## config.mk

```make
export PLATFORM = sky130hd
export DESIGN_NAME = yuvToRgbTop
export DESIGN_NICKNAME = d
export VERILOG_FILES = /design/src/hw/convCtrlPkg.sv /design/src/hw/colorPkg.sv /design/src/hw/yuvToRgbTop.sv /design/src/hw/frameConvertCtrl.sv /design/src/hw/colorSpaceConverter.sv /design/src/hw/chromaUpsampler.sv
export SDC_FILE = /design/constraint.sdc
export NUM_CORES = 2
export LEC_CHECK = 0
export BUFFER_PORTS_ARGS = -buffer_cell sky130_fd_sc_hd__buf_2
export CORE_UTILIZATION = 40
export CTS_BUF_LIST = sky130_fd_sc_hd__clkbuf_8
export DETAILED_ROUTE_END_ITERATION = 10
export SLEW_MARGIN = 5
export SYNTH_ARGS = -nofsm -noshare
export SYNTH_HDL_FRONTEND = slang
export SYNTH_SLANG_ARGS = --single-unit
```

## constraint.sdc

```tcl
create_clock -name Clock -period 10.62 [get_ports Clock]
set_input_delay 1.593 -clock Clock [delete_from_list [all_inputs] [get_ports Clock]]
set_output_delay 1.593 -clock Clock [all_outputs]
set_load 0.02 [all_outputs]
```

## src/hw/convCtrlPkg.sv

```systemverilog
package convCtrlPkg;

	localparam int SramAddrWidth = 18;
	localparam int SramDataWidth = 16;

	// Row sequence of the frame controller
	typedef enum logic [2:0] {
		StIdle,
		StLeadInRead,
		StLeadInFill,
		StPairFetch,
		StPairWrite,
		StLeadOut,
		StDone
	} ConvState;

endpackage

```

## src/hw/colorPkg.sv

```systemverilog
package colorPkg;

	// Interpolation weights for the even-sample pairs around an odd sample
	localparam int FirTapNear = 159;
	localparam int FirTapMid = 52;
	localparam int FirTapFar = 21;
	localparam int FirRound = 128;

	// 16-bit fixed-point conversion gains
	localparam int CoefY = 76284;
	localparam int CoefRV = 104595;
	localparam int CoefGU = 25624;
	localparam int CoefGV = 53281;
	localparam int CoefBU = 132251;

	localparam int LumaOffset = 16;
	localparam int ChromaOffset = 128;

	typedef enum logic [2:0] {
		CscIdle,
		CscEvenRb,
		CscEvenG,
		CscOddRb,
		CscOddG
	} CscPhase;

endpackage
```

## src/hw/yuvToRgbTop.sv

```systemverilog
`timescale 1ns/1ps

module yuvToRgbTop import convCtrlPkg::*; #(
	parameter int Width = 8,
	parameter int Height = 2,
	parameter logic [SramAddrWidth-1:0] YBase = 18'd0,
	parameter logic [SramAddrWidth-1:0] UBase = 18'd64,
	parameter logic [SramAddrWidth-1:0] VBase = 18'd96,
	parameter logic [SramAddrWidth-1:0] RgbBase = 18'd128
) (
	input logic Clock,
	input logic Resetn,
	input logic Start,
	output logic Busy,
	output logic Done,
	output logic [SramAddrWidth-1:0] SramAddress,
	input logic [SramDataWidth-1:0] SramReadData,
	output logic [SramDataWidth-1:0] SramWriteData,
	output logic SramWeN
);

	logic uLoad, uShift, vLoad, vShift, pairValid, resultValid;
	logic [7:0] uSample, vSample, yEven, yOdd;
	logic [7:0] uEven, uOdd, vEven, vOdd;
	logic [7:0] redEven, greenEven, blueEven, redOdd, greenOdd, blueOdd;

	frameConvertCtrl #(
		.Width(Width),
		.Height(Height),
		.YBase(YBase),
		.UBase(UBase),
		.VBase(VBase),
		.RgbBase(RgbBase)
	) frameConvertCtrl_i (
		.Clock(Clock), .Resetn(Resetn), .Start(Start), .Busy(Busy), .Done(Done),
		.SramAddress(SramAddress), .SramReadData(SramReadData),
		.SramWriteData(SramWriteData), .SramWeN(SramWeN),
		.ULoad(uLoad), .UShift(uShift), .VLoad(vLoad), .VShift(vShift),
		.USample(uSample), .VSample(vSample),
		.PairValid(pairValid), .YEven(yEven), .YOdd(yOdd), .ResultValid(resultValid),
		.RedEven(redEven), .GreenEven(greenEven), .BlueEven(blueEven),
		.RedOdd(redOdd), .GreenOdd(greenOdd), .BlueOdd(blueOdd)
	);

	chromaUpsampler uUpsampler_i (
		.Clock(Clock), .Resetn(Resetn), .Load(uLoad), .Shift(uShift),
		.SampleIn(uSample), .EvenOut(uEven), .OddOut(uOdd)
	);

	chromaUpsampler vUpsampler_i (
		.Clock(Clock), .Resetn(Resetn), .Load(vLoad), .Shift(vShift),
		.SampleIn(vSample), .EvenOut(vEven), .OddOut(vOdd)
	);

	colorSpaceConverter colorSpaceConverter_i (
		.Clock(Clock), .Resetn(Resetn), .PairValid(pairValid),
		.YEven(yEven), .YOdd(yOdd), .UEven(uEven), .UOdd(uOdd),
		.VEven(vEven), .VOdd(vOdd), .ResultValid(resultValid),
		.RedEven(redEven), .GreenEven(greenEven), .BlueEven(blueEven),
		.RedOdd(redOdd), .GreenOdd(greenOdd), .BlueOdd(blueOdd)
	);

endmodule

```

## src/hw/frameConvertCtrl.sv

```systemverilog
`timescale 1ns/1ps

module frameConvertCtrl import convCtrlPkg::*; #(
	parameter int Width = 8,
	parameter int Height = 2,
	parameter logic [SramAddrWidth-1:0] YBase = '0,
	parameter logic [SramAddrWidth-1:0] UBase = '0,
	parameter logic [SramAddrWidth-1:0] VBase = '0,
	parameter logic [SramAddrWidth-1:0] RgbBase = '0
) (
	input logic Clock,
	input logic Resetn,
	input logic Start,
	output logic Busy,
	output logic Done,
	output logic [SramAddrWidth-1:0] SramAddress,
	input logic [SramDataWidth-1:0] SramReadData,
	output logic [SramDataWidth-1:0] SramWriteData,
	output logic SramWeN,
	output logic ULoad,
	output logic UShift,
	output logic VLoad,
	output logic VShift,
	output logic [7:0] USample,
	output logic [7:0] VSample,
	output logic PairValid,
	output logic [7:0] YEven,
	output logic [7:0] YOdd,
	input logic ResultValid,
	input logic [7:0] RedEven,
	input logic [7:0] GreenEven,
	input logic [7:0] BlueEven,
	input logic [7:0] RedOdd,
	input logic [7:0] GreenOdd,
	input logic [7:0] BlueOdd
);

	localparam logic [SramAddrWidth-1:0] PairsPerRow = SramAddrWidth'(Width / 2);
	localparam logic [SramAddrWidth-1:0] ChromaWords = SramAddrWidth'(Width / 4);
	localparam logic [SramAddrWidth-1:0] LastRow = SramAddrWidth'(Height - 1);

	ConvState state;
	logic [2:0] liStep;
	logic [2:0] vStep;
	logic [2:0] slot;
	logic [1:0] wrPhase;
	logic [SramAddrWidth-1:0] rowIdx, yRow, cRow, pairIdx, chromaIdx, rgbAddr;
	logic [SramAddrWidth-1:0] readAddr;
	logic [SramDataWidth-1:0] yReg;
	logic [7:0] uHold, vHold;
	logic leadIn, chromaFetch, writeActive, uTakeWord, vTakeWord;

	assign leadIn = (state == StLeadInRead) || (state == StLeadInFill);
	assign vStep = liStep - 3'd1;
	assign chromaIdx = (pairIdx >> 1) + SramAddrWidth'(2);
	// Even pairs fetch a new chroma word while one remains in the row
	assign chromaFetch = !pairIdx[0] && (chromaIdx < ChromaWords);

	assign Busy = (state != StIdle) && (state != StDone);
	assign Done = (state == StDone);
	assign PairValid = (state == StPairFetch) && (slot == 3'd0);
	assign YEven = yReg[15:8];
	assign YOdd = yReg[7:0];

	// Lead-in feeds each plane load, hold, high, hold; V runs one cycle behind U
	assign uTakeWord = (leadIn && (liStep == 3'd2 || liStep == 3'd4))
		|| (state == StPairWrite && slot == 3'd4 && chromaFetch);
	assign vTakeWord = (leadIn && (vStep == 3'd2 || vStep == 3'd4))
		|| (state == StPairWrite && slot == 3'd5 && chromaFetch);
	assign ULoad = leadIn && (liStep == 3'd2);
	assign VLoad = leadIn && (vStep == 3'd2);
	assign UShift = (leadIn && liStep >= 3'd3 && liStep <= 3'd5)
		|| (state == StPairWrite && slot == 3'd4);
	assign VShift = (leadIn && vStep >= 3'd3 && vStep <= 3'd5)
		|| (state == StPairWrite && slot == 3'd5);
	// Past the row end the held last sample keeps going in
	assign USample = uTakeWord ? SramReadData[15:8] : uHold;
	assign VSample = vTakeWord ? SramReadData[15:8] : vHold;

	always_comb begin
		readAddr = YBase + yRow;
		case (state)
			StLeadInRead: begin
				case (liStep)
					3'd0: readAddr = UBase + cRow;
					3'd1: readAddr = VBase + cRow;
					3'd2: readAddr = UBase + cRow + SramAddrWidth'(1);
					3'd3: readAddr = VBase + cRow + SramAddrWidth'(1);
					default: readAddr = YBase + yRow;
				endcase
			end
			StPairFetch: begin
				if (slot == 3'd1) begin
					readAddr = YBase + yRow + pairIdx + SramAddrWidth'(1);
				end else if (slot == 3'd2) begin
					readAddr = UBase + cRow + chromaIdx;
				end
			end
			StPairWrite: begin
				if (slot == 3'd3) begin
					readAddr = VBase + cRow + chromaIdx;
				end
			end
			default: ;
		endcase
	end

	// Three packed writes start with ResultValid
	assign writeActive = ResultValid || (wrPhase != 2'd0);
	assign SramWeN = !writeActive;
	assign SramAddress = writeActive ? rgbAddr : readAddr;

	always_comb begin
		case (wrPhase)
			2'd1: SramWriteData = {BlueEven, RedOdd};
			2'd2: SramWriteData = {GreenOdd, BlueOdd};
			default: SramWriteData = {RedEven, GreenEven};
		endcase
	end

	always_ff @(posedge Clock or negedge Resetn) begin
		if (!Resetn) begin
			state <= StIdle;
			liStep <= 3'd0;
			slot <= 3'd0;
			wrPhase <= 2'd0;
			rowIdx <= '0;
			yRow <= '0;
			cRow <= '0;
			pairIdx <= '0;
			rgbAddr <= '0;
		end else begin
			if (ResultValid) begin
				wrPhase <= 2'd1;
			end else if (wrPhase == 2'd1) begin
				wrPhase <= 2'd2;
			end else begin
				wrPhase <= 2'd0;
			end
			if (writeActive) begin
				rgbAddr <= rgbAddr + SramAddrWidth'(1);
			end

			case (state)
				StIdle: begin
					if (Start) begin
						state <= StLeadInRead;
						liStep <= 3'd0;
						rowIdx <= '0;
						yRow <= '0;
						cRow <= '0;
						rgbAddr <= RgbBase;
					end
				end
				StLeadInRead: begin
					liStep <= liStep + 3'd1;
					if (liStep == 3'd4) begin
						state <= StLeadInFill;
					end
				end
				StLeadInFill: begin
					liStep <= liStep + 3'd1;
					if (liStep == 3'd6) begin
						state <= StPairFetch;
						slot <= 3'd0;
						pairIdx <= '0;
					end
				end
				StPairFetch: begin
					slot <= slot + 3'd1;
					if (slot == 3'd2) begin
						state <= StPairWrite;
					end
				end
				StPairWrite: begin
					if (slot == 3'd5) begin
						slot <= 3'd0;
						if (pairIdx == PairsPerRow - SramAddrWidth'(1)) begin
							state <= StLeadOut;
						end else begin
							state <= StPairFetch;
							pairIdx <= pairIdx + SramAddrWidth'(1);
						end
					end else begin
						slot <= slot + 3'd1;
					end
				end
				StLeadOut: begin
					if (rowIdx == LastRow) begin
						state <= StDone;
					end else begin
						state <= StLeadInRead;
						liStep <= 3'd0;
						rowIdx <= rowIdx + SramAddrWidth'(1);
						yRow <= yRow + PairsPerRow;
						cRow <= cRow + ChromaWords;
					end
				end
				default: state <= StIdle;
			endcase
		end
	end

	always_ff @(posedge Clock) begin
		if (uTakeWord) begin
			uHold <= SramReadData[7:0];
		end
		if (vTakeWord) begin
			vHold <= SramReadData[7:0];
		end
		// Y word lands two cycles after its read
		if ((leadIn && liStep == 3'd6) || (state == StPairWrite && slot == 3'd3)) begin
			yReg <= SramReadData;
		end
	end

endmodule

```

## src/hw/colorSpaceConverter.sv

```systemverilog
`timescale 1ns/1ps

module colorSpaceConverter import colorPkg::*; (
	input logic Clock,
	input logic Resetn,
	input logic PairValid,
	input logic [7:0] YEven,
	input logic [7:0] YOdd,
	input logic [7:0] UEven,
	input logic [7:0] UOdd,
	input logic [7:0] VEven,
	input logic [7:0] VOdd,
	output logic ResultValid,
	output logic [7:0] RedEven,
	output logic [7:0] GreenEven,
	output logic [7:0] BlueEven,
	output logic [7:0] RedOdd,
	output logic [7:0] GreenOdd,
	output logic [7:0] BlueOdd
);

	CscPhase phase;
	CscPhase activePhase;
	logic [7:0] yEvenQ, yOddQ, uEvenQ, uOddQ, vEvenQ, vOddQ;
	logic [7:0] yOp, uOp, vOp;
	logic [7:0] redEvenQ, greenEvenQ, blueEvenQ, redOddQ, blueOddQ;
	logic signed [31:0] prodA, prodB, prodC;
	logic [7:0] redNow, greenNow, blueNow;

	function automatic logic [7:0] clipChannel(input logic signed [31:0] value);
		logic signed [31:0] scaled;
		scaled = value >>> 16;
		if (scaled < 0) begin
			return 8'd0;
		end else if (scaled > 255) begin
			return 8'd255;
		end
		return scaled[7:0];
	endfunction

	// The even red/blue phase runs in the PairValid cycle on the raw inputs
	assign activePhase = PairValid ? CscEvenRb : phase;

	always_comb begin
		case (activePhase)
			CscEvenRb: begin
				yOp = YEven;
				uOp = UEven;
				vOp = VEven;
			end
			CscEvenG: begin
				yOp = yEvenQ;
				uOp = uEvenQ;
				vOp = vEvenQ;
			end
			default: begin
				yOp = yOddQ;
				uOp = uOddQ;
				vOp = vOddQ;
			end
		endcase
	end

	// Three shared multipliers
	always_comb begin
		prodA = CoefY * (int'(yOp) - LumaOffset);
		if (activePhase == CscEvenRb || activePhase == CscOddRb) begin
			prodB = CoefBU * (int'(uOp) - ChromaOffset);
			prodC = CoefRV * (int'(vOp) - ChromaOffset);
		end else begin
			prodB = CoefGU * (int'(uOp) - ChromaOffset);
			prodC = CoefGV * (int'(vOp) - ChromaOffset);
		end
		redNow = clipChannel(prodA + prodC);
		blueNow = clipChannel(prodA + prodB);
		greenNow = clipChannel(prodA - prodB - prodC);
	end

	always_ff @(posedge Clock or negedge Resetn) begin
		if (!Resetn) begin
			phase <= CscIdle;
			ResultValid <= 1'b0;
		end else begin
			ResultValid <= (activePhase == CscOddG);
			case (activePhase)
				CscEvenRb: phase <= CscEvenG;
				CscEvenG: phase <= CscOddRb;
				CscOddRb: phase <= CscOddG;
				default: phase <= CscIdle;
			endcase
		end
	end

	always_ff @(posedge Clock) begin
		if (PairValid) begin
			yEvenQ <= YEven;
			yOddQ <= YOdd;
			uEvenQ <= UEven;
			uOddQ <= UOdd;
			vEvenQ <= VEven;
			vOddQ <= VOdd;
		end
		case (activePhase)
			CscEvenRb: begin
				redEvenQ <= redNow;
				blueEvenQ <= blueNow;
			end
			CscEvenG: greenEvenQ <= greenNow;
			CscOddRb: begin
				redOddQ <= redNow;
				blueOddQ <= blueNow;
			end
			CscOddG: begin
				// Whole pair moves to the outputs at once
				RedEven <= redEvenQ;
				GreenEven <= greenEvenQ;
				BlueEven <= blueEvenQ;
				RedOdd <= redOddQ;
				BlueOdd <= blueOddQ;
				GreenOdd <= greenNow;
			end
			default: ;
		endcase
	end

endmodule

```

## src/hw/chromaUpsampler.sv

```systemverilog
`timescale 1ns/1ps

module chromaUpsampler import colorPkg::*; (
	input logic Clock,
	input logic Resetn,
	input logic Load,
	input logic Shift,
	input logic [7:0] SampleIn,
	output logic [7:0] EvenOut,
	output logic [7:0] OddOut
);

	logic [7:0] taps [0:5];
	logic [7:0] nextTaps [0:5];
	logic [8:0] sumFar;
	logic [8:0] sumMid;
	logic [8:0] sumNear;
	logic signed [31:0] acc;
	logic signed [31:0] shifted;
	logic [7:0] oddNext;

	// Window after this cycle's load or shift
	always_comb begin
		for (int i = 0; i < 5; i++) begin
			nextTaps[i] = Load ? SampleIn : taps[i + 1];
		end
		nextTaps[5] = SampleIn;
	end

	// Symmetric filter on the new window, centred between taps 2 and 3
	always_comb begin
		sumFar = {1'b0, nextTaps[0]} + {1'b0, nextTaps[5]};
		sumMid = {1'b0, nextTaps[1]} + {1'b0, nextTaps[4]};
		sumNear = {1'b0, nextTaps[2]} + {1'b0, nextTaps[3]};
		acc = FirTapFar * int'(sumFar) - FirTapMid * int'(sumMid)
			+ FirTapNear * int'(sumNear) + FirRound;
		shifted = acc >>> 8;
		if (shifted < 0) begin
			oddNext = 8'd0;
		end else if (shifted > 255) begin
			oddNext = 8'd255;
		end else begin
			oddNext = shifted[7:0];
		end
	end

	always_ff @(posedge Clock or negedge Resetn) begin
		if (!Resetn) begin
			for (int i = 0; i < 6; i++) begin
				taps[i] <= 8'd0;
			end
			OddOut <= 8'd0;
		end else if (Load || Shift) begin
			taps <= nextTaps;
			OddOut <= oddNext;
		end
	end

	assign EvenOut = taps[2];

endmodule

```

==> impl.org <==
** Run status
- The run finished with clean final reports.

** Logic synthesis
- sky130_fd_sc_hd__ha_1 takes more of the synthesized area than any other cell.
- The number of nets handed over by synthesis was ~5,700.
- Syn Inst Count :: ~4,700
- Summing every instance area after synthesis gives 0.0437 sq mm.
- Most frequently used flop master after synthesis :: sky130_fd_sc_hd__dfrtp_1
- Distinct cell type count after synthesis :: a little under 100
- After synthesis, the largest area contributor takes up around 23% of total cell area.
- Counting flops with an async set or reset pin after synthesis yields a share of approximately 54%.
- Count of flip-flops with a built-in enable after synthesis :: roughly 170
- After synthesis, the mean cell area works out to between 9 and 10 sq um.
- Counting flops and latches in the post-synthesis netlist gives ~370.
- Yosys synthesis warning count :: 0
- Sequential cells were found to cover 22.9% of the synthesized design area.
- By area the synthesized netlist is led by sky130_fd_sc_hd__ha_1, sky130_fd_sc_hd__edfxtp_1, sky130_fd_sc_hd__dfrtp_1.

** Place
- Weighted congestion at the end of routability-driven global placement :: 0.923
- In this run, placement finished with an instance count of 6,274.
- Detailed placement ended at an HPWL of about 95 mm.
- Count of buffers from port buffering :: between 50 and 60
- Before CTS, the worst setup slack after placement is -0.161 ns.
- Summing all placed instances gives a cell area of roughly 0.047 sq mm.

** Critical path
- At the worst endpoint, the arrival time is roughly 11 ns.
- Cell family with most CP delay :: adder cells
- Crit path buf inv count :: 6
- Along the worst path, the maximum fanout reaches 8.
- Counting cells, the worst reg-to-reg path comes to 43.
- The largest individual stage delay along the critical path comes from the cell sky130_fd_sc_hd__or4_4.
- STA classifies the critical path startpoint as a flop.
- Critical path origin :: frameConvertCtrl_i.pairIdx[2]$_DFFE_PN0P_
- The endpoint identified for the worst register-to-register timing path is uUpsampler_i.OddOut[2]$_DFFE_PN0P_.
- In this design, the critical path's most frequently occurring cell is sky130_fd_sc_hd__fa_1.
- Reg-to-reg setup timing slack :: just under 0.4 ns
- Start-to-end type of the worst setup path :: reg2reg
- Worst Setup End Kind :: flop
- Launching point of the worst reg2reg path :: frameConvertCtrl_i.pairIdx[2]$_DFFE_PN0P_
- Data on the critical path is required at its endpoint by 11.15 ns.
- The largest single stage delay on the critical path is between 0.5 and 0.6 ns.

** STA
- Setup violations remaining at the end of the flow were counted as 0.
- Portion of the clock cycle consumed by the worst path in the final layout :: between 90 and 100%
- The worst path needs approximately 10 ns of the cycle, external delays included.
- Measured against its own limit, the worst slew margin works out to just under 30%.
- Fmax :: 97.7 MHz
- Post-layout worst setup margin :: approximately 0.39 ns
- The number of slew-limit violations in the final report was 0.
- Slew at the pin closest to its max-slew limit :: ~1.0 ns
- The final hold violation count came to 0.
- Between clock sinks in the finished design, the worst skew comes to 0.0434 ns.

** Global routing
- Via count of the first global-routing pass :: around 34,000
- Antenna violations before repair :: 2
- Entering global routing, the biggest net connects just over 80 pins.
- Summed over all layers, the global routing overflow is 0.
- First-pass GRT wire length :: ~180 mm
- Global-route usage over all layers :: 20.9%

** Die
- Placeable core region :: approximately 0.11 sq mm
- The initialized floorplan defines between 100 and 150 standard-cell rows.
- Chip width :: around 330 microns
- Num ports :: between 50 and 60
- Once the floorplan was initialized, standard cells occupied 40.6% of the core.
- Area enclosed by the die boundary :: 0.110 sq mm
- The die is approximately 330 microns tall.

** Routing
- Once detail routing completed, the nets flagged for antenna violations numbered 0.
- After detailed routing, the number of remaining DRC violations is 0.
- Overall via count from detail_route :: roughly 35,000
- Via/cell ratio :: between 5 and 6
- DR pass1 iterations :: 9
- Total detailed-routing wirelength :: ~120 mm
- In the final routed layout, each cell accounts on average for 18.0 microns.
- For this block, the initial DRC count from the detailed router was around 2,300.

** Job
- Max_cap viols :: 0

** Clocking
- Depth of the CTS H-tree :: 3
- TritonCTS created 66 clock buffers.
- TritonCTS built the clock tree.
- Clock tree synthesis selected as its root buffer the cell sky130_fd_sc_hd__clkbuf_8.
- For this design, the CTS-stage hold fixing added 0 buffers.
- Clock latency on the worst-skew pair :: ~0.66 ns
- The clock net in this run drives a total of ~370 sinks.
- Clock slew at the register clock pins of the worst setup and hold paths :: around 0.060 ns
- The longest clock path from root to sink contains 3 buffers.

** Power
- The analysis attributes to cell leakage a power of about 24 nW.
- Total design power :: roughly 16 mW
- For this design the ratio of total power to cell area is ~320 mW/mm^2.
- Across the VDD grid, the largest voltage drop is 0.00114 V.

** Hold path
- Origin of the worst min-delay path :: colorSpaceConverter_i.ResultValid$_DFF_PN0_
- Worst hold stages :: 0
- Class of the tightest hold or removal check :: reg2reg
- Worst Hold Endpoint :: frameConvertCtrl_i.wrPhase[0]$_DFF_PN0_

** Final layout
- The finished cells cover about 0.049 sq mm.
- After the last flow step, the layout net total stands at ~6,000.
- After filler insertion, the fill cell instance count of the layout stands at between 10,000 and 15,000.
- Leaving out fill and tap cells, the most frequent cell in the layout is sky130_fd_sc_hd__ha_1.
- Share of cells above drive strength 1 :: between 10% and 20%
- For this run, the number of standard cells in the final layout without fillers is approximately 6,400.
- Area added between synthesis and finish :: 12.2%
- In the layout the commonest cells are sky130_fd_sc_hd__ha_1, sky130_fd_sc_hd__inv_1, sky130_fd_sc_hd__nor2_1, sky130_fd_sc_hd__a21oi_1, sky130_fd_sc_hd__nand2_1.
## sequential cells by signal, indices dropped and copies added (netlist names), 16 cells and up
signal                      flops
uUpsampler_i.taps              32
vUpsampler_i.taps              32
frameConvertCtrl_i.pairIdx     18
frameConvertCtrl_i.rgbAddr     18
frameConvertCtrl_i.rowIdx      18
frameConvertCtrl_i.cRow        17
frameConvertCtrl_i.yReg        16
frameConvertCtrl_i.yRow        16
## synth_stat cells, drive strengths merged (9+ instances only)
master	number
a211oi	37
a21o	104
a21oi	309
a221oi	11
a222oi	18
a22oi	28
a31o	10
a31oi	28
and2	24
and3	40
and4	9
buf	20
clkbuf	94
dfrtp	198
edfxtp	168
fa	217
ha	807
inv	612
mux2	62
mux2i	19
nand2	266
nand2b	44
nand3	104
nand3b	12
nand4	40
nor2	307
nor2b	41
nor3	61
nor4	18
o211ai	26
o21a	121
o21ai	177
o21bai	47
o221a	17
o221ai	11
o22ai	9
o31a	15
o31ai	19
or2	16
or3	40
xnor2	196
xor2	172
## where the power goes
part	switching [mW]	internal [mW]	total, mW
Clock	0.647	0.682	1.33
Sequential	0.0890	1.55	1.64
Combinational	7.25	5.55	12.8
## per-stage QoR
step                      hold WS (ns)  utilization, %  setup TNS (ns)
after floorplan                  0.366               -               0
after global placement           0.373            43.7          -0.471
after detailed placement         0.377            43.7           -2.81
after CTS                        0.393            44.9               0
after global routing             0.413            45.5           -1.44
final                            0.391            45.5               0
## worst register-to-register path, delay by kind of cell, from the launching register on
kind	cells	cell delay, ns
flops	1	0.44
buf+inv	6	0.55
xor+xnor	3	0.36
compound gates	14	2.67
fa+ha+maj	10	3.67
mux	1	0.17
simple gates	9	2.23
## timing repair
action / 4_1_cts / 5_1_grt
gates resized for setup: 6 / 98
buffers inserted: 0 / 20
setup endpoints to repair: 32 / 64
gates cloned: 0 / 0
pin swaps: 0 / 44
## layer usage
layer  vias to the layer above  wire (microns)  track usage (%)
met5                         -              11                0
met1                     16600           54300             28.7
li1                      17100               -                -
met4                         2            3210             6.03
met2                       748           53200             34.2
met3                       158            4940             2.71
## area by class of cell
type | instances | area, sq um | area share [%]
clock buffers | 68 | 936 | 1.91
repair buffers | 306 | 2190 | 4.47
well taps | 1403 | 1760 | 3.58
diodes | 1 | 2.50 | 0.00511
flip-flops and latches | 366 | 10000 | 20.4
clock inverters | 52 | 348 | 0.710
multi-input cells | 3605 | 31400 | 64.2
inverters | 614 | 2310 | 4.71
## worst max-delay path by stage
stage,end,slack (ns),cells after the start
floorplan,vUpsampler_i.OddOut[0]$_DFFE_PN0P_,0.02,45
global placement,vUpsampler_i.OddOut[1]$_DFFE_PN0P_,-0.06,44
detailed placement,vUpsampler_i.OddOut[2]$_DFFE_PN0P_,-0.16,43
CTS,uUpsampler_i.OddOut[2]$_DFFE_PN0P_,0.02,46
global route,vUpsampler_i.OddOut[3]$_DFFE_PN0P_,-0.14,45
finish,uUpsampler_i.OddOut[2]$_DFFE_PN0P_,0.39,43
## cells by family (layout without fill, tap and decap cells)
| logic type | count (synthesis) | in the layout | synth area share, % |
|---|---|---|---|
| and+or+nand+nor | 1047 | 1047 | 11.6 |
| adders and majority gates | 1028 | 1028 | 33.2 |
| AOI/OAI and AO/OA | 1080 | 1080 | 16.5 |
| other | 0 | 1 | 0 |
| xor gates and xnor gates | 369 | 369 | 7.45 |
| muxes | 81 | 81 | 2.04 |
| buffers and inverters | 728 | 1040 | 6.31 |
| DFF | 366 | 366 | 22.9 |
No activity file was read; power rests on OpenSTA's default activity.
